**config.mk**
```make
export PLATFORM = sky130hd
export DESIGN_NAME = pe_cell
export DESIGN_NICKNAME = d
export VERILOG_FILES = /design/src/tpu_data_pkg.sv /design/src/pe_cell.sv
export VERILOG_INCLUDE_DIRS = /design/src /design/src/src
export SDC_FILE = /design/constraint.sdc
export NUM_CORES = 1
export LEC_CHECK = 0
export BUFFER_PORTS_ARGS = -buffer_cell sky130_fd_sc_hd__buf_4
export CAP_MARGIN = 30
export CELL_PAD_IN_SITES_DETAIL_PLACEMENT = 0
export CELL_PAD_IN_SITES_GLOBAL_PLACEMENT = 1
export CORE_MARGIN = 2
export CORE_UTILIZATION = 25
export CTS_BUF_LIST = sky130_fd_sc_hd__clkbuf_16
export DETAILED_ROUTE_END_ITERATION = 10
export PLACE_DENSITY = 0.56
export SYNTH_ARGS = -nofsm -noshare
export SYNTH_HDL_FRONTEND = slang
export SYNTH_SLANG_ARGS = --single-unit
```
**constraint.sdc**
```tcl
create_clock -name clk -period 4.1 [get_ports clk]
set_input_delay 0.41 -clock clk [delete_from_list [all_inputs] [get_ports clk]]
set_output_delay 0.41 -clock clk [all_outputs]
set_load 0.1 [all_outputs]
```
**src/tpu_macros.svh**
```systemverilog
`ifndef TPU_MACROS_SVH
`define TPU_MACROS_SVH

// array side, the grid is TPU_DIM x TPU_DIM cells
`define TPU_DIM 4

`define TPU_OP_W 8    // unsigned operand
`define TPU_ACC_W 32  // per-cell accumulator

`define TPU_IDX_W 16  // memory index
`define TPU_SIZE_W 8  // K, M and N

// memory read, feeder register, lane skew and the hops to the far corner cell
`define TPU_SETTLE (2 * `TPU_DIM + 1)

`endif

```
**src/tpu_data_pkg.sv**
```systemverilog
`default_nettype none

`include "tpu_macros.svh"

package tpu_data_pkg;

    typedef logic [`TPU_OP_W-1:0] operand_t;
    typedef logic [`TPU_ACC_W-1:0] acc_t;

    // one A or B memory word, lane r in byte r
    typedef operand_t [`TPU_DIM-1:0] lane_vec_t;

    // one C word, column c in bits 32c upward
    typedef acc_t [`TPU_DIM-1:0] c_row_t;

    // all accumulators of the grid, row first then column
    typedef c_row_t [`TPU_DIM-1:0] acc_grid_t;

endpackage

`default_nettype wire

```
**src/pe_cell.sv**
```systemverilog
`timescale 1ns/10ps
`default_nettype none

module pe_cell (
    input  logic                    clk,
    input  logic                    rst_n,
    input  logic                    tile_start,
    input  tpu_data_pkg::operand_t  west,
    input  tpu_data_pkg::operand_t  north,
    output tpu_data_pkg::operand_t  east,
    output tpu_data_pkg::operand_t  south,
    output tpu_data_pkg::acc_t      acc
);

    tpu_data_pkg::acc_t product;

    assign product = tpu_data_pkg::acc_t'(west) * tpu_data_pkg::acc_t'(north);

    always_ff @(posedge clk) begin
        if (!rst_n) begin
            east  <= '0;
            south <= '0;
            acc   <= '0;
        end else begin
            east  <= west;   // one hop east
            south <= north;  // one hop south
            if (tile_start) begin
                acc <= '0;
            end else begin
                acc <= acc + product;  // zero lanes add nothing
            end
        end
    end

endmodule

`default_nettype wire

```
==> run metrics <==
worst path cell trace buf_6 > and2_4 > fa_2 > inv_1 > fa_1 > fa_1 > fa_1 > inv_2 > ha_4 > o211ai_1 > a211oi_4 > o2111ai_4 > a21oi_4 > a21oi_2 > a31o_2; Rel. slew slack 0.662; DP Wirelength 8940 um; Period Utilization, post-route 1.00; max_cap viols 0; clock root buffer master clkbuf_16; Die X 136 um; Worst-Skew Late Latency 0.30 ns; htree depth 2; DR iter-0 viols 148; FF-to-FF setup slack 0 ns; largest net degree at the start of global routing 21; stages on the worst setup path 15; Layout Cell Area excl Fill 6030 um2; final WL 10900 um; critical path class in -> reg; Crit path top cell by count fa_1; leakage 2.79 nW; Final Skew 0.00714 ns; Synth Flop Type dfxtp_1; Endpoint, Worst Hold east[5]; layout net count 713; clk buf depth 2; routed len/inst 13.1 um; YS warnings 0; min Tclk post-route 4.12 ns; vias in the first global route 3614; Initial Util 0.253; GRT overflow 0; Rows 48; most common cell in the synthesized netlist inv_1; WP data arrival 4.31 ns; Final setup viols 3; Reg clk slew, reported paths 0.07 ns; Power, Total 4.10 mW; largest cells by area after synthesis fa_1 (23%), dfxtp_1 (22%), ha_1 (12%); Worst Hold Class in -> reg; TritonCTS Buffers 5; Final WS setup -0.0185 ns; port buffer count 66; Final Hold Fails 0; Die ar. 18400 um2; area delta synth->final 39.2%; placed cell area 5540 um2; hold path cells 2; area of the core 17100 um2; R2R Path End acc[13]; reg2reg start acc[6]; Synth cell types 48; Sink Count 48; status complete, but fails checks; sequential share of the synthesized area 0.222; gpl congestion 0.806; total iterations of the first detailed-routing run 4; Crit Path Max Fanout 9; GRT Overall Usage 0.128; Fmax 0.243 GHz; fin util 0.352; Critical Path Source Type input pin; Buf/Inv on CP 3; number of synthesized flops with an enable pin 0; Setup crit end kind register; Cells after Synth 488; min-delay src west[5]; Max Slew Vio Count 0; layout cell share with drive strength beyond 1 0.355; syn_area_per_cell 8.88 um2; cell family with most CP delay adder cells; dpl ws -0.486 ns; CP peak stage delay 0.54 ns; Final ANT Viol Nets 0; worst-margin pin slew 0.507 ns; Max IR drop VDD 367 uV; fraction of registers with async set or reset after synthesis 0; DR vias 3466; drt via density 4.19; synthesized flop and latch total 48; reg2reg path depth 16; Synth Cell Area 4330 um2; Post-Syn Nets 598; I/O pin cnt 67; initial antenna violation count 0; global-route wire length before repair 18500 um; Power Dens Cells 680 nW/um2; commonest cells in the synthesized netlist inv_1 (101), and2_1 (56), fa_1 (50); DIE HEIGHT 136 um; Critical Path RT 4.29 ns; post-synth top area cell fa_1; CTS tree done; area share of the largest cell type after synthesis 0.231; slowest CP cell fa_2; failing checks setup timing; Antenna diodes 0; post-route DRC violation count 0; unrepaired setup endpoints after global routing true
[state kept, by name (all words and copies together), names as in the netlist]
register / cells
acc: 32
south: 8
east: 8
[layout make-up]
class / instances / area, um2
Clock inverter: 2 / 8.76
Clock buffer: 5 / 125
Sequential cell: 48 / 983
Multi-Input combinational cell: 327 / 3290
Tap cell: 225 / 282
Timing Repair Buffer: 120 / 966
Inverter: 101 / 379
Fill cell: 1774 / 11100
[how the worst max path moves through the flow]
stage,slack [ns],to,from
floorplan,-0.09,acc[27],north[0]
CTS,-0.009,acc[27],acc[6]
finish,-0.02,acc[27],west[3]
global route,-0.14,acc[27],acc[6]
detailed placement,-0.49,acc[28],west[4]
global placement,-0.46,acc[16],west[3]
[kinds of logic (layout without fill, tap and decap cells)]
kind of cell             Yosys count  in the layout  synth area share
buffers and inverters            113            228            0.0996
AND/OR/NAND/NOR                  156            156             0.180
adder cells (fa/ha/maj)           91             91             0.349
AO/OA/AOI/OAI                     62             62             0.113
XOR/XNOR                          18             18            0.0364
flip-flops                        48             48             0.222
[through the flow]
| stage | TNS, ns | instances | hold WS (ns) |
|---|---|---|---|
| global placement | -7.26 | 808 | 0.502 |
| detailed placement | -6.87 | 810 | 0.515 |
| floorplan | -0.269 | 488 | 0.532 |
| global route | -1.12 | 828 | 0.380 |
| finish | -0.0368 | 828 | 0.385 |
| CTS | -0.0142 | 823 | 0.369 |
[report_power, final]
part,leakage (nW),switching (mW),internal (mW)
Clock,0.0709,0.188,0.220
Sequential,0.398,0.0316,0.525
Combinational,2.33,1.72,1.42
Total,2.79,1.94,2.16
[cell usage in the layout, fill, tap and decap left out, types with 11 or more instances in the layout]
cell type | synthesis | layout
nand2_1 | 44 | 37
buf_4 | 1 | 107
inv_2 | 0 | 11
fa_1 | 50 | 43
nor2_1 | 35 | 35
buf_6 | 0 | 12
dfxtp_1 | 48 | 40
inv_1 | 101 | 91
ha_1 | 41 | 30
a21oi_1 | 18 | 13
and2_1 | 56 | 46
xnor2_1 | 12 | 11
[what timing repair did]
item	CTS	global route
setup endpoints to repair	15	21
hold buffers	0	0
pin swaps	21	22
gates resized for setup	26	38
setup buffers	6	7
[layer usage]
layer,wire [um],vias up,track usage
met2,4920,68,0.204
met3,447,9,0.0266
met4,119,0,0.0301
li1,-,1742,-
met1,5390,1647,0.178
met5,0,-,0
[worst reg2reg max path: cells and delay by family, from the launching register on]
family / cells / cell delay (ns)
AND/OR/NAND/NOR: 2 / 0.43
AO/OA/AOI/OAI: 3 / 0.56
adder cells (fa/ha/maj): 5 / 2.18
flip-flops: 1 / 0.35
buffers and inverters: 5 / 0.33
XOR/XNOR: 1 / 0.15
Power figures use the tool's default switching activity.
