File: src/tpu_macros.svh
`ifndef TPU_MACROS_SVH
`define TPU_MACROS_SVH

// array side, the grid is TPU_DIM x TPU_DIM cells
`define TPU_DIM 4

`define TPU_OP_W 8    // unsigned operand
`define TPU_ACC_W 32  // per-cell accumulator

`define TPU_IDX_W 16  // memory index
`define TPU_SIZE_W 8  // K, M and N

// memory read, feeder register, lane skew and the hops to the far corner cell
`define TPU_SETTLE (2 * `TPU_DIM + 1)

`endif

File: src/tpu_cfg_pkg.sv
`default_nettype none

`include "tpu_macros.svh"

package tpu_cfg_pkg;

    typedef logic [`TPU_SIZE_W-1:0] dim_t;  // one matrix dimension
    typedef logic [`TPU_IDX_W-1:0] idx_t;   // A, B or C word index

    typedef logic [`TPU_DIM-1:0] lane_mask_t;  // one bit per array lane

    // per-tile control handed from the sequencer to the feeder and the drain
    typedef struct packed {
        lane_mask_t row_mask;  // rows of the tile that fall inside M
        lane_mask_t col_mask;  // columns of the tile that fall inside N
        idx_t       c_base;    // C index of row 0 of the tile
    } tile_info_t;

    typedef enum logic [1:0] {
        SEQ_IDLE,
        SEQ_FEED,
        SEQ_SETTLE,
        SEQ_DRAIN
    } seq_state_t;

endpackage

`default_nettype wire

File: src/tpu_data_pkg.sv
`default_nettype none

`include "tpu_macros.svh"

package tpu_data_pkg;

    typedef logic [`TPU_OP_W-1:0] operand_t;
    typedef logic [`TPU_ACC_W-1:0] acc_t;

    // one A or B memory word, lane r in byte r
    typedef operand_t [`TPU_DIM-1:0] lane_vec_t;

    // one C word, column c in bits 32c upward
    typedef acc_t [`TPU_DIM-1:0] c_row_t;

    // all accumulators of the grid, row first then column
    typedef c_row_t [`TPU_DIM-1:0] acc_grid_t;

endpackage

`default_nettype wire

File: src/operand_feeder.sv
`timescale 1ns/10ps
`default_nettype none

`include "tpu_macros.svh"

module operand_feeder (
    input  logic                     clk,
    input  logic                     rst_n,
    input  logic                     feed_valid,
    input  tpu_cfg_pkg::tile_info_t  tile_info,
    input  tpu_data_pkg::lane_vec_t  a_data,
    input  tpu_data_pkg::lane_vec_t  b_data,
    output tpu_data_pkg::lane_vec_t  west_edge,
    output tpu_data_pkg::lane_vec_t  north_edge
);

    // side 0 carries A rows to the west edge, side 1 carries B columns to the north edge
    logic fed_q;  // feed_valid aligned with the returning memory word

    tpu_data_pkg::lane_vec_t raw [2];
    tpu_cfg_pkg::lane_mask_t mask [2];
    tpu_data_pkg::lane_vec_t stage [2][`TPU_DIM];  // stage s holds every lane delayed s more

    assign raw[0]  = a_data;
    assign raw[1]  = b_data;
    assign mask[0] = tile_info.row_mask;
    assign mask[1] = tile_info.col_mask;

    always_ff @(posedge clk) begin
        if (!rst_n) begin
            fed_q <= 1'b0;
            for (int side = 0; side < 2; side++) begin
                for (int s = 0; s < `TPU_DIM; s++) begin
                    stage[side][s] <= '0;
                end
            end
        end else begin
            fed_q <= feed_valid;
            for (int side = 0; side < 2; side++) begin
                for (int r = 0; r < `TPU_DIM; r++) begin
                    stage[side][0][r] <= (fed_q && mask[side][r]) ? raw[side][r] : '0;
                end
                for (int s = 1; s < `TPU_DIM; s++) begin
                    stage[side][s] <= stage[side][s-1];
                end
            end
        end
    end

    // lane r leaves after r skew stages
    for (genvar r = 0; r < `TPU_DIM; r++) begin : g_lane
        assign west_edge[r]  = stage[0][r][r];
        assign north_edge[r] = stage[1][r][r];
    end

endmodule

`default_nettype wire

File: config.mk
export PLATFORM = sky130hd
export DESIGN_NAME = operand_feeder
export DESIGN_NICKNAME = d
export VERILOG_FILES = /design/src/tpu_cfg_pkg.sv /design/src/tpu_data_pkg.sv /design/src/operand_feeder.sv
export VERILOG_INCLUDE_DIRS = /design/src /design/src/src
export SDC_FILE = /design/constraint.sdc
export NUM_CORES = 1
export LEC_CHECK = 0
export BUFFER_PORTS_ARGS = -buffer_cell sky130_fd_sc_hd__buf_2
export CORE_UTILIZATION = 45
export CTS_CLUSTER_SIZE = 25
export DETAILED_ROUTE_END_ITERATION = 12
export PLACE_DENSITY = 0.76
export RECOVER_POWER = 100
export SLEW_MARGIN = 25
export SYNTH_ARGS = -nofsm -noshare
export SYNTH_HDL_FRONTEND = slang
export SYNTH_SLANG_ARGS = --single-unit
File: constraint.sdc
create_clock -name clk -period 0.8 [get_ports clk]
set_input_delay 0.16 -clock clk [delete_from_list [all_inputs] [get_ports clk]]
set_output_delay 0.16 -clock clk [all_outputs]
set_load 0.01 [all_outputs]
==> results.yml, run 1 <==
placement:
  port_buffers: 138
  hpwl_um: 5101
  place.gp.congestion: 0.6778
  dpl_cell_area_um2: 5334
setup_path:
  required_ns: 0.64
  crit_slowest_cell: "dfxtp_1"
  rrSetupSlack_ns: -0.22
  crit_buf_inv: 1
  cp_top_family: "flip-flops"
  rr_startpoint: "fed_q"
  critPathLaunch: "stage[1][72]"
  end_kind: "primary output"
  cp_max_fo: 1
  critPathKind: "flop to primary output"
  reg2regPathDepth: 4
  r2r_end: "stage[1][103]"
  crit_chain: "buf_2"
  arrival_ns: 0.98
  startpoint_type: "flop"
  cp_slowest_stage_delay_ns: 0.32
power_and_ir_drop:
  ir_drop_mv: 1.705
  power.density_nw_per_um2: 2298
  p_leak_nw: 3.145
drt:
  drc_errors: 0
  dr.pass1.iters: 4
  routed-wl-met2_um: 5723
  post_drt_via_cell_ratio: 4.429
  m1WireLength_um: 4300
  routed_wl_um: 10740
  drt-initial-drc-count: 77
  route.vias.total: 3198
  wl_per_cell_um: 14.87
  ant_nets: 0
  highest_layer: "met4"
  wl_met3_um: 462
yosys:
  yosys_warnings: 0
  syn_area_um2: 5025
  synth_cell_type_count: 7
  ys_seq_area_share_pct: 64.14
  synth_top_area_share_pct: 64.14
  synth.avg_cell_area_um2: 12.26
  synth_cells: 410
  synth_top_area_cell: "dfxtp_1"
  ys_seq_elements: 161
  syn_nets: 501
  synth_area_leaders: "dfxtp_1 (64%), and2_1 (12%), and4_1 (11%)"
outcome:
  violations: "setup timing"
  status: "finished with violations"
finish:
  final_area_um2: 7048
  final-seq-area_um2: 3259
  drive_above_1_share_pct: 36.25
  antennaDiodeCount: 0
  layout.nets: 660
  area_growth_pct: 40.26
  multiInputGateArea_um2: 1167
  num-fill-cells: 797
timing:
  fmax_ghz: 0.8788
  drv_slew: 0
  post-route-period-util_pct: 142.2
  rsz0062_at_grt: "yes"
  setup_viol: 128
  finalHoldViolCount: 0
  post-route-min-period_ns: 1.138
  fin_worst_skew_ns: 0.006493
  max_slew.worst_pin.slew_ns: 0.2967
  slew_headroom_pct: 80.22
  finalSetupTns_ns: -27.09
  setup_ws_ns: -0.3379
grt:
  overflow: 0
  grt_pass1_wl_um: 16220
  antenna_found_initial: 0
  groute.usage.overall_pct: 19.22
  grt_pass1_vias: 3278
  grt_max_degree: 84
clock_network:
  htreeDepth: 4
  root_buffer: "clkbuf_8"
  cts_buffers: 17
  tritoncts: "done"
  clk_path_buf_depth: 2
  clkLatencyLatePin_ns: 0.52
  path_clk_slew_ns: 0.07
  numClockSinks: 161
floorplanning:
  fp.dieW_um: 107.7
  start_util_pct: 46.35
  rows: 38
  die_h_um: 107.7
  die_area_um2: 11590
  core_area_um2: 10840
  ioPinCount: 155
hold_path:
  whs_path_depth: 2
  worstHoldStart: "tile_info[21]"
  hp-class: "input port to flop"
  min_to: "stage[0][108]"
job:
  max-cap-violations: 0
## cells by family (layout without fill, tap and decap cells)
logic type             count (synthesis)  count (layout)  share of synthesized area [%]
and+or+nand+nor                      161             161                          23.23
buffers and inverters                 88             260                          12.62
DFF                                  161             161                          64.14
## synth_stat cells
| master | number |
|---|---|
| clkbuf_2 | 3 |
| clkbuf_1 | 13 |
| buf_4 | 64 |
| dfxtp_1 | 161 |
| and4_1 | 64 |
| buf_6 | 8 |
| and2_1 | 97 |
## metrics by stage
| stage | power, mW | util, % | cells | worst slack (ns) | hold WS, ns |
|---|---|---|---|---|---|
| after floorplan | 8.566 | - | 410 | -0.01476 | 0.2873 |
| after global placement | 8.757 | 49.20 | 605 | -0.03888 | 0.3717 |
| after detailed placement | 8.779 | 49.20 | 605 | -0.06906 | 0.3687 |
| after CTS | 16.32 | 63.65 | 722 | -0.3567 | 0.003849 |
| after global routing | 16.80 | 65.02 | 722 | -0.3816 | 0.01340 |
| final | 16.19 | 65.02 | 722 | -0.3379 | 0.03267 |
## how the worst max path moves through the flow
stage / end / depth (start not counted) / slack, ns
after floorplan: stage[0][100] / 3 / -0.01
after global placement: stage[1][112] / 3 / -0.04
after detailed placement: stage[1][104] / 2 / -0.07
after CTS: west_edge[22] / 1 / -0.36
after global routing: north_edge[13] / 1 / -0.38
final: north_edge[8] / 1 / -0.34
## state kept, by name, summed over array words and instances, names as in the netlist
| name | count |
|---|---|
| fed_q | 1 |
| stage | 160 |
## routing by layer
layer	up-vias	GRT usage (%)
met5	-	0
met4	0	9.980
met3	23	5.932
met2	98	33.75
met1	1454	20.65
li1	1623	-
## cell usage in the layout (no fill, tap or decap)
cell type and n:
dlygate4sd3_1 73, and4_1 64, buf_16 5, buf_2 111
clkinv_2 3, clkbuf_8 3, and2_1 50, buf_6 29
buf_8 2, buf_12 5, buf_4 1, clkbuf_16 17
and2_0 47, dfxtp_1 134, clkinv_4 1, inv_6 3
clkinvlp_4 4, dfxtp_2 26, clkbuf_1 3, dfxtp_4 1
## layout make-up
cell class                      count  share of cell area, %
Sequential cell                   161                  46.25
Timing Repair Buffer              228                  27.20
Multi-Input combinational cell    161                  16.56
Clock buffer                       21                  6.373
Tap cell                          140                  2.485
Clock inverter                     11                  1.136
## power by group
part	internal [mW]	switching [mW]	total, mW
clock	3.99	3.10	7.09
sequential	8.11	0.0285	8.14
combinational	0.599	0.369	0.968
## worst register-to-register path, stage by stage (launching register included)
cell	delay (ns)
dfxtp_4	0.37
buf_12	0.13
buf_12	0.12
buf_16	0.13
and4_1	0.16
## timing repair
| item | in CTS | in global routing |
|---|---|---|
| endpoints found under the hold margin | 67 | 0 |
| gates cloned | 7 | 1 |
| pin swaps | 0 | 0 |
| setup endpoints to repair | 119 | 128 |
| hold buffers | 73 | 0 |
| resized for setup | 27 | 42 |
| buffers inserted | 5 | 0 |
Note: power is estimated with default switching activity, not from simulation.
==> run 2: changes to the inputs <==
Settings changed: CAP_MARGIN set to 15, CORE_UTILIZATION 45 to 54, PLACE_DENSITY 0.76 to 0.86.
Clock period 0.8 ns to 1.4 ns, I/O delays scaled along.
==> run 2 against run 1 <==
Compared with the run above:
- highest routed layer unchanged
- clock power shrank 39%
- non-clock buffer count shrank 83
- sequential share of layout area grew 9.8 points
- global-route usage shrank 2.0 points
- combinational power shrank 74%
- clock-buffer cell count shrank 4
- the flow now finishes without violations
- die area shrank 16%
- critical path type unchanged
- cell area shrank 18%
- flip-flop and latch count is the same
==> results.yml, run 2 (synthesis results as in run 1) <==
placement:
  port_buffers: 138
  place.gp.congestion: 0.7934
  hpwl_um: 5260
  post-place-ws_ns: 0.2781
hold_path:
  worstHoldStart: "a_data[24]"
  hp-class: "input port to flop"
  whs_path_depth: 2
  min_to: "stage[0][120]"
timing:
  fin_worst_skew_ns: 0.007666
  rsz0062_at_grt: "no"
  setup_ws_ns: 0.1136
  holdWs_ns: 0.04178
  finalSetupTns_ns: 0
  max_slew.worst_pin.slew_ns: 0.5873
  finalHoldViolCount: 0
  fmax_ghz: 0.7774
  drv_slew: 0
  slew_headroom_pct: 60.84
  post-route-min-period_ns: 1.286
  setup_viol: 0
  post-route-period-util_pct: 91.88
floorplanning:
  fp.dieW_um: 98.47
  start_util_pct: 56.79
  die_h_um: 98.47
  ioPinCount: 155
  die_area_um2: 9695
  rows: 34
  core_area_um2: 8848
finish:
  reg_top3: "stage (160), fed_q (1)"
  area_growth_pct: 14.49
  antennaDiodeCount: 0
  layout_commonest_cell: "dfxtp_1"
  final_cell_mix: "dfxtp_1 (161), buf_2 (73), clkbuf_1 (67)"
  layout.nets: 577
  drive_above_1_share_pct: 21.84
  regMostFlops: "stage"
  largest_reg_flops: 160
  num-fill-cells: 704
grt:
  use_met3_pct: 5.035
  overflow: 0
  grt_use_met2_pct: 30.66
  grt_max_degree: 63
  groute.usage.overall_pct: 17.21
  grt_pass1_vias: 2849
  busiest_layer: "met2"
  gr-usage-met1_pct: 18.86
  grt_pass1_wl_um: 12920
  antenna_found_initial: 0
clock_network:
  post-cts-setup-buffer-count: 0
  ctsResizeCount: 0
  tritoncts: "done"
  root_buffer: "clkbuf_8"
  cts_buffers: 17
  clkLatencyLatePin_ns: 0.51
  numClockSinks: 161
  htreeDepth: 4
  path_clk_slew_ns: 0.07
  clk_path_buf_depth: 2
setup_path:
  critPathLaunch: "stage[1][96]"
  arrival_ns: 1.01
  critPathKind: "flop to primary output"
  cp_top_family: "flip-flops"
  cp_max_fo: 1
  crit_slowest_cell: "dfxtp_1"
  rrSetupSlack_ns: 0.20
  r2r_end: "stage[0][126]"
  crit_chain: "clkbuf_1"
  reg2regPathDepth: 2
  cp_slowest_stage_delay_ns: 0.33
  rr_startpoint: "fed_q"
  crit_buf_inv: 1
  end_kind: "primary output"
  required_ns: 1.12
  startpoint_type: "flop"
power_and_ir_drop:
  power.density_nw_per_um2: 1601
  p_leak_nw: 2.435
  ir_drop_mv: 0.8194
drt:
  routed_wl_um: 7790
  ant_nets: 0
  dr.pass1.iters: 8
  route.vias.total: 2829
  wl_per_cell_um: 12.83
  drt-initial-drc-count: 77
  post_drt_via_cell_ratio: 4.661
  drc_errors: 0
job:
  max-cap-violations: 0
outcome:
  status: "finished, final reports clean"
[run 2: cell types whose count changed in the layout (fill, tap and decap cells not counted), sizes merged]
cell	delta
clkbuf	+65
dlygate4sd3	-72
buf	-80
clkinv	+1
inv	+5
clkinvlp	-2
[run 2: final cells by class]
class / instances / area, um2 / area share [%]
clock buffers: 17 / 414.1 / 7.199
clock inverters: 15 / 163.9 / 2.849
multi-input cells: 161 / 1167 / 20.29
flip-flops and latches: 161 / 3223 / 56.02
well taps: 108 / 135.1 / 2.349
repair buffers: 145 / 649.4 / 11.29
[run 2: stage by stage]
step / util (%) / std cells / total power, mW / area, um2
after floorplan: - / 410 / 4.887 / 5025
after global placement: 59.91 / 574 / 5.005 / 5301
after detailed placement: 59.91 / 574 / 5.021 / 5301
after CTS: 66.56 / 607 / 9.349 / 5889
after global routing: 65.02 / 607 / 9.562 / 5753
final: 65.02 / 607 / 9.210 / 5753
[run 2: worst max-delay path by stage]
stage                      to  slack (ns)  depth (start not counted)
6_report        north_edge[0]        0.11                          1
2_1_floorplan   stage[0][120]        0.51                          3
3_3_place_gp    stage[1][113]        0.31                          3
3_5_place_dp    stage[1][118]        0.28                          3
5_1_grt         west_edge[23]        0.05                          1
4_1_cts        north_edge[15]        0.11                          1
[run 2: timing repair]
action | in CTS | in global routing
endpoints found under the hold margin | 1 | 0
endpoints found under the setup margin | 0 | 0
hold buffers | 1 | 0
[run 2: per-layer routing]
metal	part of all wire [%]	up-vias
li1	-	1450
met1	42	1293
met2	52	77
met3	4.4	9
met4	1.8	0
met5	0	-
[run 2: power by group]
| part | internal, mW | switching, mW |
|---|---|---|
| combinational | 0.113 | 0.136 |
| clock | 2.31 | 2.01 |
| sequential | 4.63 | 0.0124 |
| total | 7.05 | 2.16 |
==> run 3: changes to the inputs <==
Settings changed: MAX_ROUTING_LAYER set to met4.
==> run 3 against run 2 <==
Compared with the run above:
- the flow now finishes with violations (DRC)
- register-to-register slack about the same
- sequential share of layout area about the same
- largest cell class unchanged
- highest routed layer unchanged
- wire length unchanged
- die area unchanged
==> results.yml, run 3 (synthesis results as in run 1) <==
floorplanning:
  die_area_um2: 9695
  rows: 34
  ioPinCount: 155
  fp.dieW_um: 98.47
  core_area_um2: 8848
  die_h_um: 98.47
  start_util_pct: 56.79
finish:
  final_cell_mix: "dfxtp_1 (161), buf_2 (74), clkbuf_1 (66)"
  antennaDiodeCount: 0
  regMostFlops: "stage"
  layout.nets: 577
  area_growth_pct: 14.52
  layout_commonest_cell: "dfxtp_1"
  largest_reg_flops: 160
  drive_above_1_share_pct: 22.04
  reg_top3: "stage (160), fed_q (1)"
  stdcell_count: 607
drt:
  dr.pass1.iters: 11
  route.vias.total: 2834
  routed_wl_um: 7790
  post_drt_via_cell_ratio: 4.669
  ant_nets: 0
  drc_errors: 2
  drt-initial-drc-count: 73
  wl_per_cell_um: 12.83
clock_network:
  numClockSinks: 161
  path_clk_slew_ns: 0.07
  clkLatencyLatePin_ns: 0.50
  tritoncts: "done"
  root_buffer: "clkbuf_8"
  post-cts-setup-buffer-count: 0
  clk_path_buf_depth: 2
  cts_buffers: 17
  htreeDepth: 4
outcome:
  violations: "DRC"
  status: "finished with violations"
power_and_ir_drop:
  power.density_nw_per_um2: 1599
  p_leak_nw: 2.439
  ir_drop_mv: 0.8196
timing:
  max_slew.worst_pin.slew_ns: 0.5869
  setup_viol: 0
  finalHoldViolCount: 0
  slew_headroom_pct: 60.87
  fin_worst_skew_ns: 0.005845
  setup_ws_ns: 0.1137
  drv_slew: 0
  post-route-min-period_ns: 1.286
  post-route-period-util_pct: 91.88
  rsz0062_at_grt: "no"
  fmax_ghz: 0.7774
  finalSetupTns_ns: 0
grt:
  grt_pass1_vias: 2837
  grt_pass1_wl_um: 12970
  grt_max_degree: 63
  antenna_found_initial: 0
  overflow: 0
  groute.usage.overall_pct: 17.85
placement:
  place.gp.congestion: 0.8047
  hpwl_um: 5260
  post-place-ws_ns: 0.2781
  post-place-cells: 574
  port_buffers: 138
setup_path:
  end_kind: "primary output"
  cp_slowest_stage_delay_ns: 0.33
  critPathKind: "flop to primary output"
  rr_startpoint: "fed_q"
  crit_chain: "clkbuf_1"
  crit_slowest_cell: "dfxtp_1"
  startpoint_type: "flop"
  arrival_ns: 1.01
  cp_top_family: "flip-flops"
  critPathLaunch: "stage[1][96]"
  cp_max_fo: 1
  crit_buf_inv: 1
  required_ns: 1.12
hold_path:
  worstHoldStart: "a_data[19]"
  hp-class: "input port to flop"
job:
  max-cap-violations: 0
run 3: changes by cell type in the layout (fill, tap and decap cells not counted):
cell      before  now
buf_2         73   74
clkbuf_1      67   66
run 3: repair_timing:
action	in CTS	in global routing
setup endpoints to repair	0	0
endpoints found under the hold margin	1	0
resized for setup	0	0
hold buffers	1	0
run 3: cell type report:
type	count	area, um2
Tap cell	108	135.1
Timing Repair Buffer	145	650.6
Clock buffer	17	414.1
Multi-Input combinational cell	161	1167
Sequential cell	161	3223
Fill cell	703	3094
Clock inverter	15	163.9
run 3: power by group:
part,switching [mW],total [mW],internal (mW)
sequential,0.0124,4.64,4.63
clock,2.01,4.31,2.30
combinational,0.136,0.248,0.113
run 3: routing by layer:
layer / wire length [um] / vias up / track usage (%)
met2: 4096 / 73 / 30.72
met5: 0 / - / -
met4: 121 / 0 / 7.118
met3: 332 / 8 / 6.099
met1: 3239 / 1307 / 18.86
li1: - / 1446 / -
run 3: stage by stage:
step	util [%]	power, mW	hold slack [ns]	cell area (um2)
after floorplan	-	4.887	0.4073	5025
after global placement	59.91	5.005	0.4140	5301
after detailed placement	59.91	5.021	0.4169	5301
after CTS	66.56	9.349	0.01091	5889
after global routing	65.03	9.572	0.009296	5754
final	65.03	9.203	0.04205	5754
run 3: worst paths after layout:
| check | depth (start not counted) | end | slack, ns |
|---|---|---|---|
| max | 1 | north_edge[0] | 0.11 |
| min | 2 | stage[0][115] | 0.04 |
| max reg2reg | 2 | stage[0][126] | 0.20 |
| min reg2reg | 1 | stage[0][57] | 0.43 |
