--- src/tpu_macros.svh ---
`ifndef TPU_MACROS_SVH
`define TPU_MACROS_SVH

// array side, the grid is TPU_DIM x TPU_DIM cells
`define TPU_DIM 4

`define TPU_OP_W 8    // unsigned operand
`define TPU_ACC_W 32  // per-cell accumulator

`define TPU_IDX_W 16  // memory index
`define TPU_SIZE_W 8  // K, M and N

// memory read, feeder register, lane skew and the hops to the far corner cell
`define TPU_SETTLE (2 * `TPU_DIM + 1)

`endif

--- src/tpu_cfg_pkg.sv ---
`default_nettype none

`include "tpu_macros.svh"

package tpu_cfg_pkg;

    typedef logic [`TPU_SIZE_W-1:0] dim_t;  // one matrix dimension
    typedef logic [`TPU_IDX_W-1:0] idx_t;   // A, B or C word index

    typedef logic [`TPU_DIM-1:0] lane_mask_t;  // one bit per array lane

    // per-tile control handed from the sequencer to the feeder and the drain
    typedef struct packed {
        lane_mask_t row_mask;  // rows of the tile that fall inside M
        lane_mask_t col_mask;  // columns of the tile that fall inside N
        idx_t       c_base;    // C index of row 0 of the tile
    } tile_info_t;

    typedef enum logic [1:0] {
        SEQ_IDLE,
        SEQ_FEED,
        SEQ_SETTLE,
        SEQ_DRAIN
    } seq_state_t;

endpackage

`default_nettype wire

--- src/tpu_data_pkg.sv ---
`default_nettype none

`include "tpu_macros.svh"

package tpu_data_pkg;

    typedef logic [`TPU_OP_W-1:0] operand_t;
    typedef logic [`TPU_ACC_W-1:0] acc_t;

    // one A or B memory word, lane r in byte r
    typedef operand_t [`TPU_DIM-1:0] lane_vec_t;

    // one C word, column c in bits 32c upward
    typedef acc_t [`TPU_DIM-1:0] c_row_t;

    // all accumulators of the grid, row first then column
    typedef c_row_t [`TPU_DIM-1:0] acc_grid_t;

endpackage

`default_nettype wire

--- src/result_drain.sv ---
`timescale 1ns/10ps
`default_nettype none

`include "tpu_macros.svh"

module result_drain (
    input  logic                     clk,
    input  logic                     rst_n,
    input  logic                     tile_done,
    input  tpu_cfg_pkg::tile_info_t  tile_info,
    input  tpu_data_pkg::acc_grid_t  acc_grid,
    output logic                     c_wr_en,
    output tpu_cfg_pkg::idx_t        c_index,
    output tpu_data_pkg::c_row_t     c_data,
    output logic                     drain_done
);

    localparam int ROW_W = $clog2(`TPU_DIM);

    logic                    active_q;
    logic [ROW_W-1:0]        row_q;
    tpu_cfg_pkg::lane_mask_t mask_q;
    tpu_cfg_pkg::idx_t       base_q;

    logic                    issue;
    logic                    last_row;
    logic [ROW_W-1:0]        cur_row;
    tpu_cfg_pkg::lane_mask_t cur_mask;
    tpu_cfg_pkg::idx_t       cur_base;

    // row 0 goes out on tile_done itself, the rest from the latched copy
    assign issue    = tile_done || active_q;
    assign cur_row  = tile_done ? '0 : row_q;
    assign cur_mask = tile_done ? tile_info.row_mask : mask_q;
    assign cur_base = tile_done ? tile_info.c_base : base_q;

    // valid rows form a prefix of the tile, so the first clear bit ends it
    assign last_row = (cur_row == ROW_W'(`TPU_DIM - 1)) || !cur_mask[cur_row + 1'b1];

    always_ff @(posedge clk) begin
        if (!rst_n) begin
            active_q   <= 1'b0;
            row_q      <= '0;
            c_wr_en    <= 1'b0;
            drain_done <= 1'b0;
        end else begin
            c_wr_en    <= issue;
            drain_done <= issue && last_row;
            if (issue) begin
                active_q <= !last_row;
                row_q    <= cur_row + 1'b1;
            end
        end
    end

    always_ff @(posedge clk) begin
        if (tile_done) begin
            mask_q <= tile_info.row_mask;
            base_q <= tile_info.c_base;
        end
        if (issue) begin
            c_index <= cur_base + tpu_cfg_pkg::idx_t'(cur_row);
            c_data  <= acc_grid[cur_row];
        end
    end

endmodule

`default_nettype wire

--- config.mk ---
export PLATFORM = sky130hd
export DESIGN_NAME = result_drain
export DESIGN_NICKNAME = d
export VERILOG_FILES = /design/src/tpu_cfg_pkg.sv /design/src/tpu_data_pkg.sv /design/src/result_drain.sv
export VERILOG_INCLUDE_DIRS = /design/src /design/src/src
export SDC_FILE = /design/constraint.sdc
export NUM_CORES = 1
export LEC_CHECK = 0
export BUFFER_PORTS_ARGS = -buffer_cell sky130_fd_sc_hd__buf_4
export CAP_MARGIN = 20
export CORE_AREA = 4 4 262 264
export CTS_CLUSTER_DIAMETER = 40
export DETAILED_ROUTE_END_ITERATION = 10
export DIE_AREA = 0 0 266 268
export PLACE_DENSITY = 0.37
export SYNTH_ARGS = -nofsm -noshare
export SYNTH_HDL_FRONTEND = slang
export SYNTH_SLANG_ARGS = --single-unit
export TNS_END_PERCENT = 50
--- constraint.sdc ---
create_clock -name clk -period 4.8 [get_ports clk]
set_clock_uncertainty 0.2 [all_clocks]
set_input_delay 0.24 -clock clk [delete_from_list [all_inputs] [get_ports clk]]
set_output_delay 0.24 -clock clk [all_outputs]
set_load 0.03 [all_outputs]
==> flow_summary.yaml, run 1 <==
worst_setup_path:
  crit_slowest_cell: "dfxtp_4"
  ff2ff_setup_slack_ns: 1.08
  slowest_delay_ns: 0.69
  cp_max_fo: 47
  worstPathRequired_ns: 4.94
  crit_path_start: "row_q[0]"
  crit_path_frequent_cell: "buf_4"
  r2r_start: "row_q[0]"
  crit_arrival_ns: 3.86
  crit_path_cell_trace: "nand2b_4 > inv_4 > buf_4 > buf_4 > nand2_1 > a31oi_1 > dlygate4sd3_1"
  end_kind: "flip-flop"
  worst-setup-path-type: "flip-flop to flip-flop"
  start_kind: "flip-flop"
floorplanning:
  pin_count: 685
  die_h_um: 268
  coreArea_um2: 66600
  start_util_pct: 14.3
  rows: 95
  die-area_um2: 71300
  die_x_um: 266
logic_synthesis:
  ys_seq_elements: 169
  synth_area_per_cell_um2: 9.54
  postSynthCellCount: 998
  synthArstFlopShare_pct: 0
  yosysUniqueCellTypes: 38
  netlist_area_um2: 9530
  seq_area_frac_synth_pct: 50.7
  synth_edf_count: 144
  yosys_warnings: 0
  syn_nets: 1541
  synth_ff_type: "edfxtp_1"
detailed_routing:
  vias: 11200
  drt_iter0_markers: 496
  avgViaCountPerCell: 4.01
  antenna_left: 0
  route.detailed.drc: 0
  drt_wl_total_um: 51100
  wl_per_cell_um: 18.3
  drtPass1Iterations: 5
final_layout:
  layout_common_cells: "buf_4, dlygate4sd3_1, nand2_1"
  nNetsFinal: 2441
  layout_commonest_cell: "buf_4"
  final_layout_size_suffix_gt1_share_pct: 39.3
  syn2layout_area_growth_pct: 98.4
sta:
  rsz0062_at_grt: "no"
  timing.fmax_mhz: 269
  fin_crit_ns: 3.72
  slew_headroom_pct: 37.9
  slew_viol_final: 0
  worst_slew_pin_slew_ns: 0.932
  setup_ws_ns: 1.08
  tns_ns: 0
  hold_viol: 0
  min_period_over_period_pct: 77.5
  setup_viol: 0
hold_path:
  hold_class: "input pin to flip-flop"
  hold_start: "acc_grid[96]"
grt:
  gr-total-overflow: 0
  grt_max_degree: 146
  grt_use_total_pct: 13.4
  antenna_found_initial: 3
  grt_pass1_vias: 11600
  grt_pass1_wl_um: 72200
clocking:
  insertion_delay_ns: 0.47
  htree_levels: 4
  cts_sinks: 169
  post-cts-setup-buffers: 0
  root_buffer: "clkbuf_16"
  cts.path.max_buffers: 2
  cts_tree: "done"
  cts_hold_repair.buffers: 276
  path_clk_slew_ns: 0.08
  numCtsBuffers: 17
  cts_resized: 0
placement:
  place_ws_ns: 1.35
  hpwl_um: 38200
  gp_congestion: 0.828
  io_buffers: 680
pwr:
  p_switching_mw: 1.68
  power.internal_mw: 3.35
  ir_worst_vdd_uv: 212
  clock_power_share_pct: 29.6
  power.density_nw_per_um2: 266
  p_leak_nw: 7.94
  pwr-share-seq_pct: 37.4
  combPwrFrac_pct: 33.0
  p_sw_share_pct: 33.3
run_status:
  outcome: "finished, final reports clean"
run:
  drv_cap: 0
## layer usage
| layer | share of wire [%] | GRT usage [%] | vias up |
|---|---|---|---|
| li1 | - | - | 5469 |
| met1 | 40 | 15.7 | 5239 |
| met2 | 50 | 23.4 | 423 |
| met3 | 6.7 | 3.63 | 54 |
| met4 | 3.0 | 5.40 | 0 |
| met5 | 0 | 0 | - |
## layout make-up
| class | count | area [um^2] |
|---|---|---|
| Fill cell | 7267 | 47700 |
| Sequential cell | 169 | 4830 |
| Clock buffer | 17 | 425 |
| Clock inverter | 15 | 191 |
| Inverter | 8 | 32.5 |
| Tap cell | 873 | 1090 |
| Multi-Input combinational cell | 731 | 4290 |
| Timing Repair Buffer | 971 | 8030 |
| Antenna cell | 2 | 5.00 |
## cells by family after synthesis
group / after synthesis / share of synthesized area, %
mux: 22 / 2.54
fa+ha+maj: 4 / 0.604
buf+inv: 98 / 4.45
flops: 169 / 50.7
compound gates: 267 / 19.6
xor+xnor: 13 / 1.20
simple gates: 425 / 21.0
## sequential cells by signal, indices dropped and copies added, names as in the netlist
register	cells
active_q	1
mask_q	4
drain_done	1
row_q	2
c_index	16
base_q	16
c_wr_en	1
c_data	128
## worst max-delay path, delay by kind of cell (launching register included)
kind	cells	cell delay, ns
buf+inv	4	1.90
flops	1	0.69
simple gates	2	0.50
compound gates	1	0.20
## metrics by stage
step / hold WS, ns / utilization (%) / area (um^2) / total power, mW / cells
after floorplan: 0.158 / - / 9530 / 2.58 / 998
after global placement: 0.263 / 23.3 / 15500 / 3.33 / 2475
after detailed placement: 0.269 / 23.3 / 15500 / 3.33 / 2475
after CTS: 0.0148 / 28.4 / 18900 / 5.14 / 2783
after global routing: 0.0310 / 28.4 / 18900 / 5.32 / 2784
final: 0.0784 / 28.4 / 18900 / 5.03 / 2786
## power by group through the flow
stage	Clock [mW]	Sequential, mW	Combinational, mW
finish	1.49	1.88	1.66
floorplan	0	2.19	0.395
detailed placement	0	1.92	1.41
global placement	0	1.92	1.41
CTS	1.57	1.89	1.68
global route	1.63	1.90	1.79
## synth_stat cells, drive strengths merged (3+ instances only)
library cell,count,area share (%)
nand3b,3,0.37
nand2b,3,0.20
dfxtp,25,5.3
nand4,4,0.26
buf,30,1.8
xnor2,11,1.0
a211oi,129,10
nand2,265,10
nor2b,129,8.5
inv,8,0.32
mux2,17,2.0
mux2i,5,0.53
edfxtp,144,45
a31oi,128,8.4
nand3,9,0.47
a21oi,4,0.25
clkbuf,60,2.4
ha,3,0.39
nand4b,3,0.28
nor2,5,0.20
## final timing paths
path / to / depth (start not counted)
min reg2reg: mask_q[2] / 1
max reg2reg: c_data[30] / 7
min: c_data[96] / 3
max: c_data[30] / 7
(Power assumes the default switching activity.)
==> run 2: changes to the inputs <==
- clock period: 4.8 -> 3.6 ns (I/O delays scaled with it)
==> run 2 against run 1 <==
Wire length shrank 2.8%. Via count rose by 0.27%. Total power up 33%. First-iteration DRC count down 11%. Combinational power increased by 34%. Design area up 0.69%. Register-to-register slack got worse by 0.57 ns. Critical endpoint is now c_data[32]. Largest cell class unchanged.
==> flow_summary.yaml, run 2 (synthesized netlist as in run 1, its figures left out) <==
run_status:
  outcome: "finished, final reports clean"
floorplanning:
  die-area_um2: 71300
  die_x_um: 266
  die_h_um: 268
  rows: 95
  start_util_pct: 14.3
  coreArea_um2: 66600
  pin_count: 685
worst_setup_path:
  crit_slowest_cell: "dlygate4sd3_1"
  cp_top_family: "buffers and inverters"
  crit_path_cell_trace: "nand2b_4 > buf_12 > a211oi_1 > dlygate4sd3_1 > a31oi_1 > dlygate4sd3_1"
  crit_arrival_ns: 3.13
  end_kind: "flip-flop"
  crit_path_frequent_cell: "dlygate4sd3_1"
  worstPathRequired_ns: 3.63
  worst-setup-path-type: "flip-flop to flip-flop"
  start_kind: "flip-flop"
  crit_buf_inv: 3
  slowest_delay_ns: 0.59
  cp_max_fo: 132
grt:
  grt_use_met1_pct: 15.4
  grt_max_degree: 134
  grt_pass1_wl_um: 70500
  grt_pass1_vias: 11500
  grt_use_total_pct: 13.1
  gr-total-overflow: 0
  use_met3_pct: 3.85
  grt.busiest_layer: "met2"
  antenna_found_initial: 3
  use_met2_pct: 23.0
placement:
  io_buffers: 680
  gp_congestion: 0.846
  dpl_cell_area_um2: 15500
  hpwl_um: 36600
  place_inst: 2473
sta:
  tns_ns: 0
  rsz0062_at_grt: "no"
  timing.fmax_mhz: 324
  setup_viol: 0
  slew_headroom_pct: 47.6
  fin_crit_ns: 3.09
  min_period_over_period_pct: 85.8
  slew_viol_final: 0
  hold_viol: 0
  worst_slew_pin_slew_ns: 0.786
clocking:
  cts_sinks: 169
  path_clk_slew_ns: 0.09
  insertion_delay_ns: 0.49
  cts.path.max_buffers: 2
  htree_levels: 4
  cts_tree: "done"
  numCtsBuffers: 17
  root_buffer: "clkbuf_16"
detailed_routing:
  wl_per_cell_um: 17.8
  route.detailed.drc: 0
  drt_iter0_markers: 441
  drt_wl_total_um: 49600
  drtPass1Iterations: 5
  vias: 11200
  antenna_left: 0
  avgViaCountPerCell: 4.01
final_layout:
  largest_register: "c_data"
  nNetsFinal: 2451
  layout_commonest_cell: "buf_4"
  fin_util_pct: 28.6
  syn2layout_area_growth_pct: 99.8
  largest_reg_flops: 128
  final_area_um2: 19000
  final_layout_size_suffix_gt1_share_pct: 38.9
  top_regs: "c_data (128), base_q (16), c_index (16)"
  antenna_cells: 0
  layout_common_cells: "buf_4, dlygate4sd3_1, nand2_1"
  fin_cells: 2794
  fillCellCount: 7162
run:
  drv_cap: 0
pwr:
  ir_worst_vdd_uv: 286
  finalPower_mw: 6.70
  power.density_nw_per_um2: 352
  p_leak_nw: 8.01
hold_path:
  hold_class: "input pin to flip-flop"
run 2: changes by cell type in the layout (fill, tap and decap cells not counted), sizes merged:
cell,delta
dlygate4sd3,+13
buf,-3
diode,-2
run 2: through the flow:
step / setup slack (ns) / hold slack, ns
after global placement: 0.889 / 0.213
final: 0.510 / 0.0703
after CTS: 0.641 / 0.00950
after detailed placement: 0.902 / 0.216
after floorplan: 0.716 / 0.0975
after global routing: 0.483 / 0.0551
run 2: area by class of cell:
cell class                 count  area [um^2]  area share [%]
inverter                       8         32.5           0.171
tap                          873         1090            5.74
clock buffer                  17          425            2.24
multi-input combinational    731         4290            22.6
sequential                   169         4830            25.4
timing repair buffer         981         8160            42.9
clock inverter                15          194            1.02
run 2: worst paths after layout:
path / from / endpoint / slack (ns) / cells after the start
min reg2reg: mask_q[3] / mask_q[3] / 0.29 / 1
min: tile_done / base_q[13] / 0.07 / 3
max: row_q[1] / c_data[32] / 0.51 / 6
max reg2reg: row_q[1] / c_data[32] / 0.51 / 6
run 2: layer usage:
layer | up-vias | routed length (um) | part of all wire, %
met2 | 444 | 24900 | 50
met5 | - | 0 | 0
met3 | 52 | 3750 | 7.6
li1 | 5500 | - | -
met1 | 5219 | 19800 | 40
met4 | 0 | 1150 | 2.3
run 2: timing repair:
item,CTS,global route
buffers inserted,0,0
hold endpoints to repair,167,0
resized for setup,0,0
hold buffers,289,0
run 2: worst register-to-register path: stages, from the launching register on:
cell and delay (ns):
dfxtp_1 0.38, nand2b_4 0.20, buf_12 0.26, a211oi_1 0.58, dlygate4sd3_1 0.58, a31oi_1 0.04, dlygate4sd3_1 0.59
run 2: power by group:
part / switching, mW / internal, mW
logic: 1.10 / 1.13
registers: 0.0901 / 2.40
clock network: 1.03 / 0.948
==> run 3: changes to the inputs <==
- CELL_PAD_IN_SITES_DETAIL_PLACEMENT: default -> 1
- CELL_PAD_IN_SITES_GLOBAL_PLACEMENT: default -> 2
- CORE_AREA: 4 4 262 264 -> 4 4 261 263
- DIE_AREA: 0 0 266 268 -> 0 0 265 267
- PLACE_DENSITY: 0.37 -> 0.58
==> run 3 against run 2 <==
Clock-buffer cell count grew 2. Total power rose by 2.8%. Setup slack worse by 0.044 ns. Fmax is 1.4% lower. First-iteration DRC count grew 8.2%. Sequential share of layout area decreased by 0.17 points. Wire length up 12%. Worst hold slack got worse by 0.013 ns. Core utilization rose by 0.60 points. Largest cell class unchanged.
==> flow_summary.yaml, run 3 (synthesized netlist as in run 1, its figures left out) <==
run_status:
  outcome: "finished, final reports clean"
floorplanning:
  die_h_um: 267
  start_util_pct: 14.5
  pin_count: 685
  rows: 94
  coreArea_um2: 65600
  die_x_um: 265
  die-area_um2: 70800
worst_setup_path:
  crit_path_cell_trace: "nand2b_4 > buf_12 > buf_4 > a211oi_1 > dlygate4sd3_1 > a31oi_1 > dlygate4sd3_1"
  cp_max_fo: 83
  r2r_start: "row_q[1]"
  crit_path_frequent_cell: "dlygate4sd3_1"
  worst_r2r_endpoint: "c_data[43]"
  start_kind: "flip-flop"
  ff2ff_setup_slack_ns: 0.47
  worst-setup-path-type: "flip-flop to flip-flop"
  crit_arrival_ns: 3.29
  r2r_cells: 7
  crit_slowest_cell: "dlygate4sd3_1"
  crit_buf_inv: 4
  slowest_delay_ns: 0.60
  cp-endpoint: "c_data[43]"
  cp.depth: 7
  worstPathRequired_ns: 3.76
  crit_path_start: "row_q[1]"
  cp_top_family: "buffers and inverters"
  end_kind: "flip-flop"
run:
  drv_cap: 0
final_layout:
  layout_common_cells: "buf_4, dlygate4sd3_1, nand2_1"
  layout_commonest_cell: "buf_4"
  syn2layout_area_growth_pct: 101
  largest_register: "c_data"
  largest_reg_flops: 128
  nNetsFinal: 2460
  final_layout_size_suffix_gt1_share_pct: 38.8
  fillCellCount: 7648
  final_area_um2: 19200
  top_regs: "c_data (128), base_q (16), c_index (16)"
clocking:
  post-cts-setup-buffers: 0
  numCtsBuffers: 17
  cts_tree: "done"
  cts_resized: 0
  path_clk_slew_ns: 0.08
  cts_sinks: 169
  cts.path.max_buffers: 2
  cts_hold_repair.buffers: 298
  root_buffer: "clkbuf_16"
  htree_levels: 4
  insertion_delay_ns: 0.49
detailed_routing:
  wl_per_cell_um: 19.9
  avgViaCountPerCell: 4.11
  drt_wl_total_um: 55700
  drtPass1Iterations: 5
  route.detailed.drc: 0
  vias: 11500
  drt_iter0_markers: 477
  antenna_left: 0
sta:
  hold_viol: 0
  setup_viol: 0
  rsz0062_at_grt: "no"
  fin_crit_ns: 3.13
  worst_slew_pin_slew_ns: 0.827
  slew_headroom_pct: 44.8
  timing.fmax_mhz: 319
  min_period_over_period_pct: 87.1
  slew_viol_final: 0
  tns_ns: 0
hold_path:
  hold_start: "tile_done"
  hold_class: "input pin to flip-flop"
grt:
  grt_pass1_vias: 12600
  antenna_found_initial: 5
  grt_max_degree: 131
  grt_use_total_pct: 15.0
  grt_pass1_wl_um: 79600
  gr-total-overflow: 0
placement:
  dpl_cell_area_um2: 15500
  io_buffers: 680
  gp_congestion: 0.840
  hpwl_um: 40600
pwr:
  p_leak_nw: 8.10
  power.density_nw_per_um2: 359
  finalPower_mw: 6.89
  ir_worst_vdd_uv: 269
## run 3: cell count changes in the layout (fill, tap and decap cells not counted), moves of 2 or more
cell,previous run,this run
bufinv_16,0,2
clkinv_8,7,1
inv_8,1,3
dlygate4sd3_1,289,298
clkbuf_16,17,19
diode_2,0,4
## run 3: report_power, final
| group | switching [mW] | leakage [nW] | internal (mW) |
|---|---|---|---|
| registers | 0.0820 | 1.64 | 2.40 |
| logic | 1.13 | 6.14 | 1.14 |
| clock network | 0.996 | 0.314 | 1.14 |
## run 3: worst min path at each step
stage,end,cells past startpoint
6_report,mask_q[2],2
5_1_grt,mask_q[2],2
4_1_cts,mask_q[2],2
3_5_place_dp,mask_q[2],2
3_3_place_gp,mask_q[2],2
2_1_floorplan,row_q[0],1
## run 3: layout make-up
class	count	area, um^2	area share, %
Tap cell	864	1080	5.64
Multi-Input combinational cell	731	4290	22.4
Antenna cell	4	10.0	0.0523
Clock buffer	19	475	2.48
Clock inverter	13	168	0.875
Timing Repair Buffer	990	8270	43.2
Inverter	8	32.5	0.170
Sequential cell	169	4830	25.2
## run 3: per-layer routing
| metal | up-vias | track usage, % | part of all wire (%) |
|---|---|---|---|
| li1 | 5508 | - | - |
| met1 | 5490 | 16.4 | 38 |
| met2 | 441 | 27.1 | 52 |
| met3 | 61 | 4.76 | 7.3 |
| met4 | 2 | 5.83 | 3.0 |
| met5 | - | 0 | 0.023 |
## run 3: worst reg2reg max path: stages (launching register included)
cell and delay (ns):
dfxtp_1 0.34, nand2b_4 0.09, buf_12 0.37, buf_4 0.58, a211oi_1 0.10, dlygate4sd3_1 0.60
a31oi_1 0.16, dlygate4sd3_1 0.57
## run 3: metrics by stage
| stage | worst slack (ns) | cells | hold slack [ns] | util [%] |
|---|---|---|---|---|
| 3_5_place_dp | 0.707 | 2464 | 0.217 | 23.6 |
| 6_report | 0.466 | 2798 | 0.0571 | 29.2 |
| 4_1_cts | 0.491 | 2794 | 0.00260 | 29.2 |
| 2_1_floorplan | 0.716 | 998 | 0.0975 | - |
| 5_1_grt | 0.306 | 2798 | 0.0471 | 29.2 |
| 3_3_place_gp | 0.755 | 2464 | 0.211 | 23.6 |
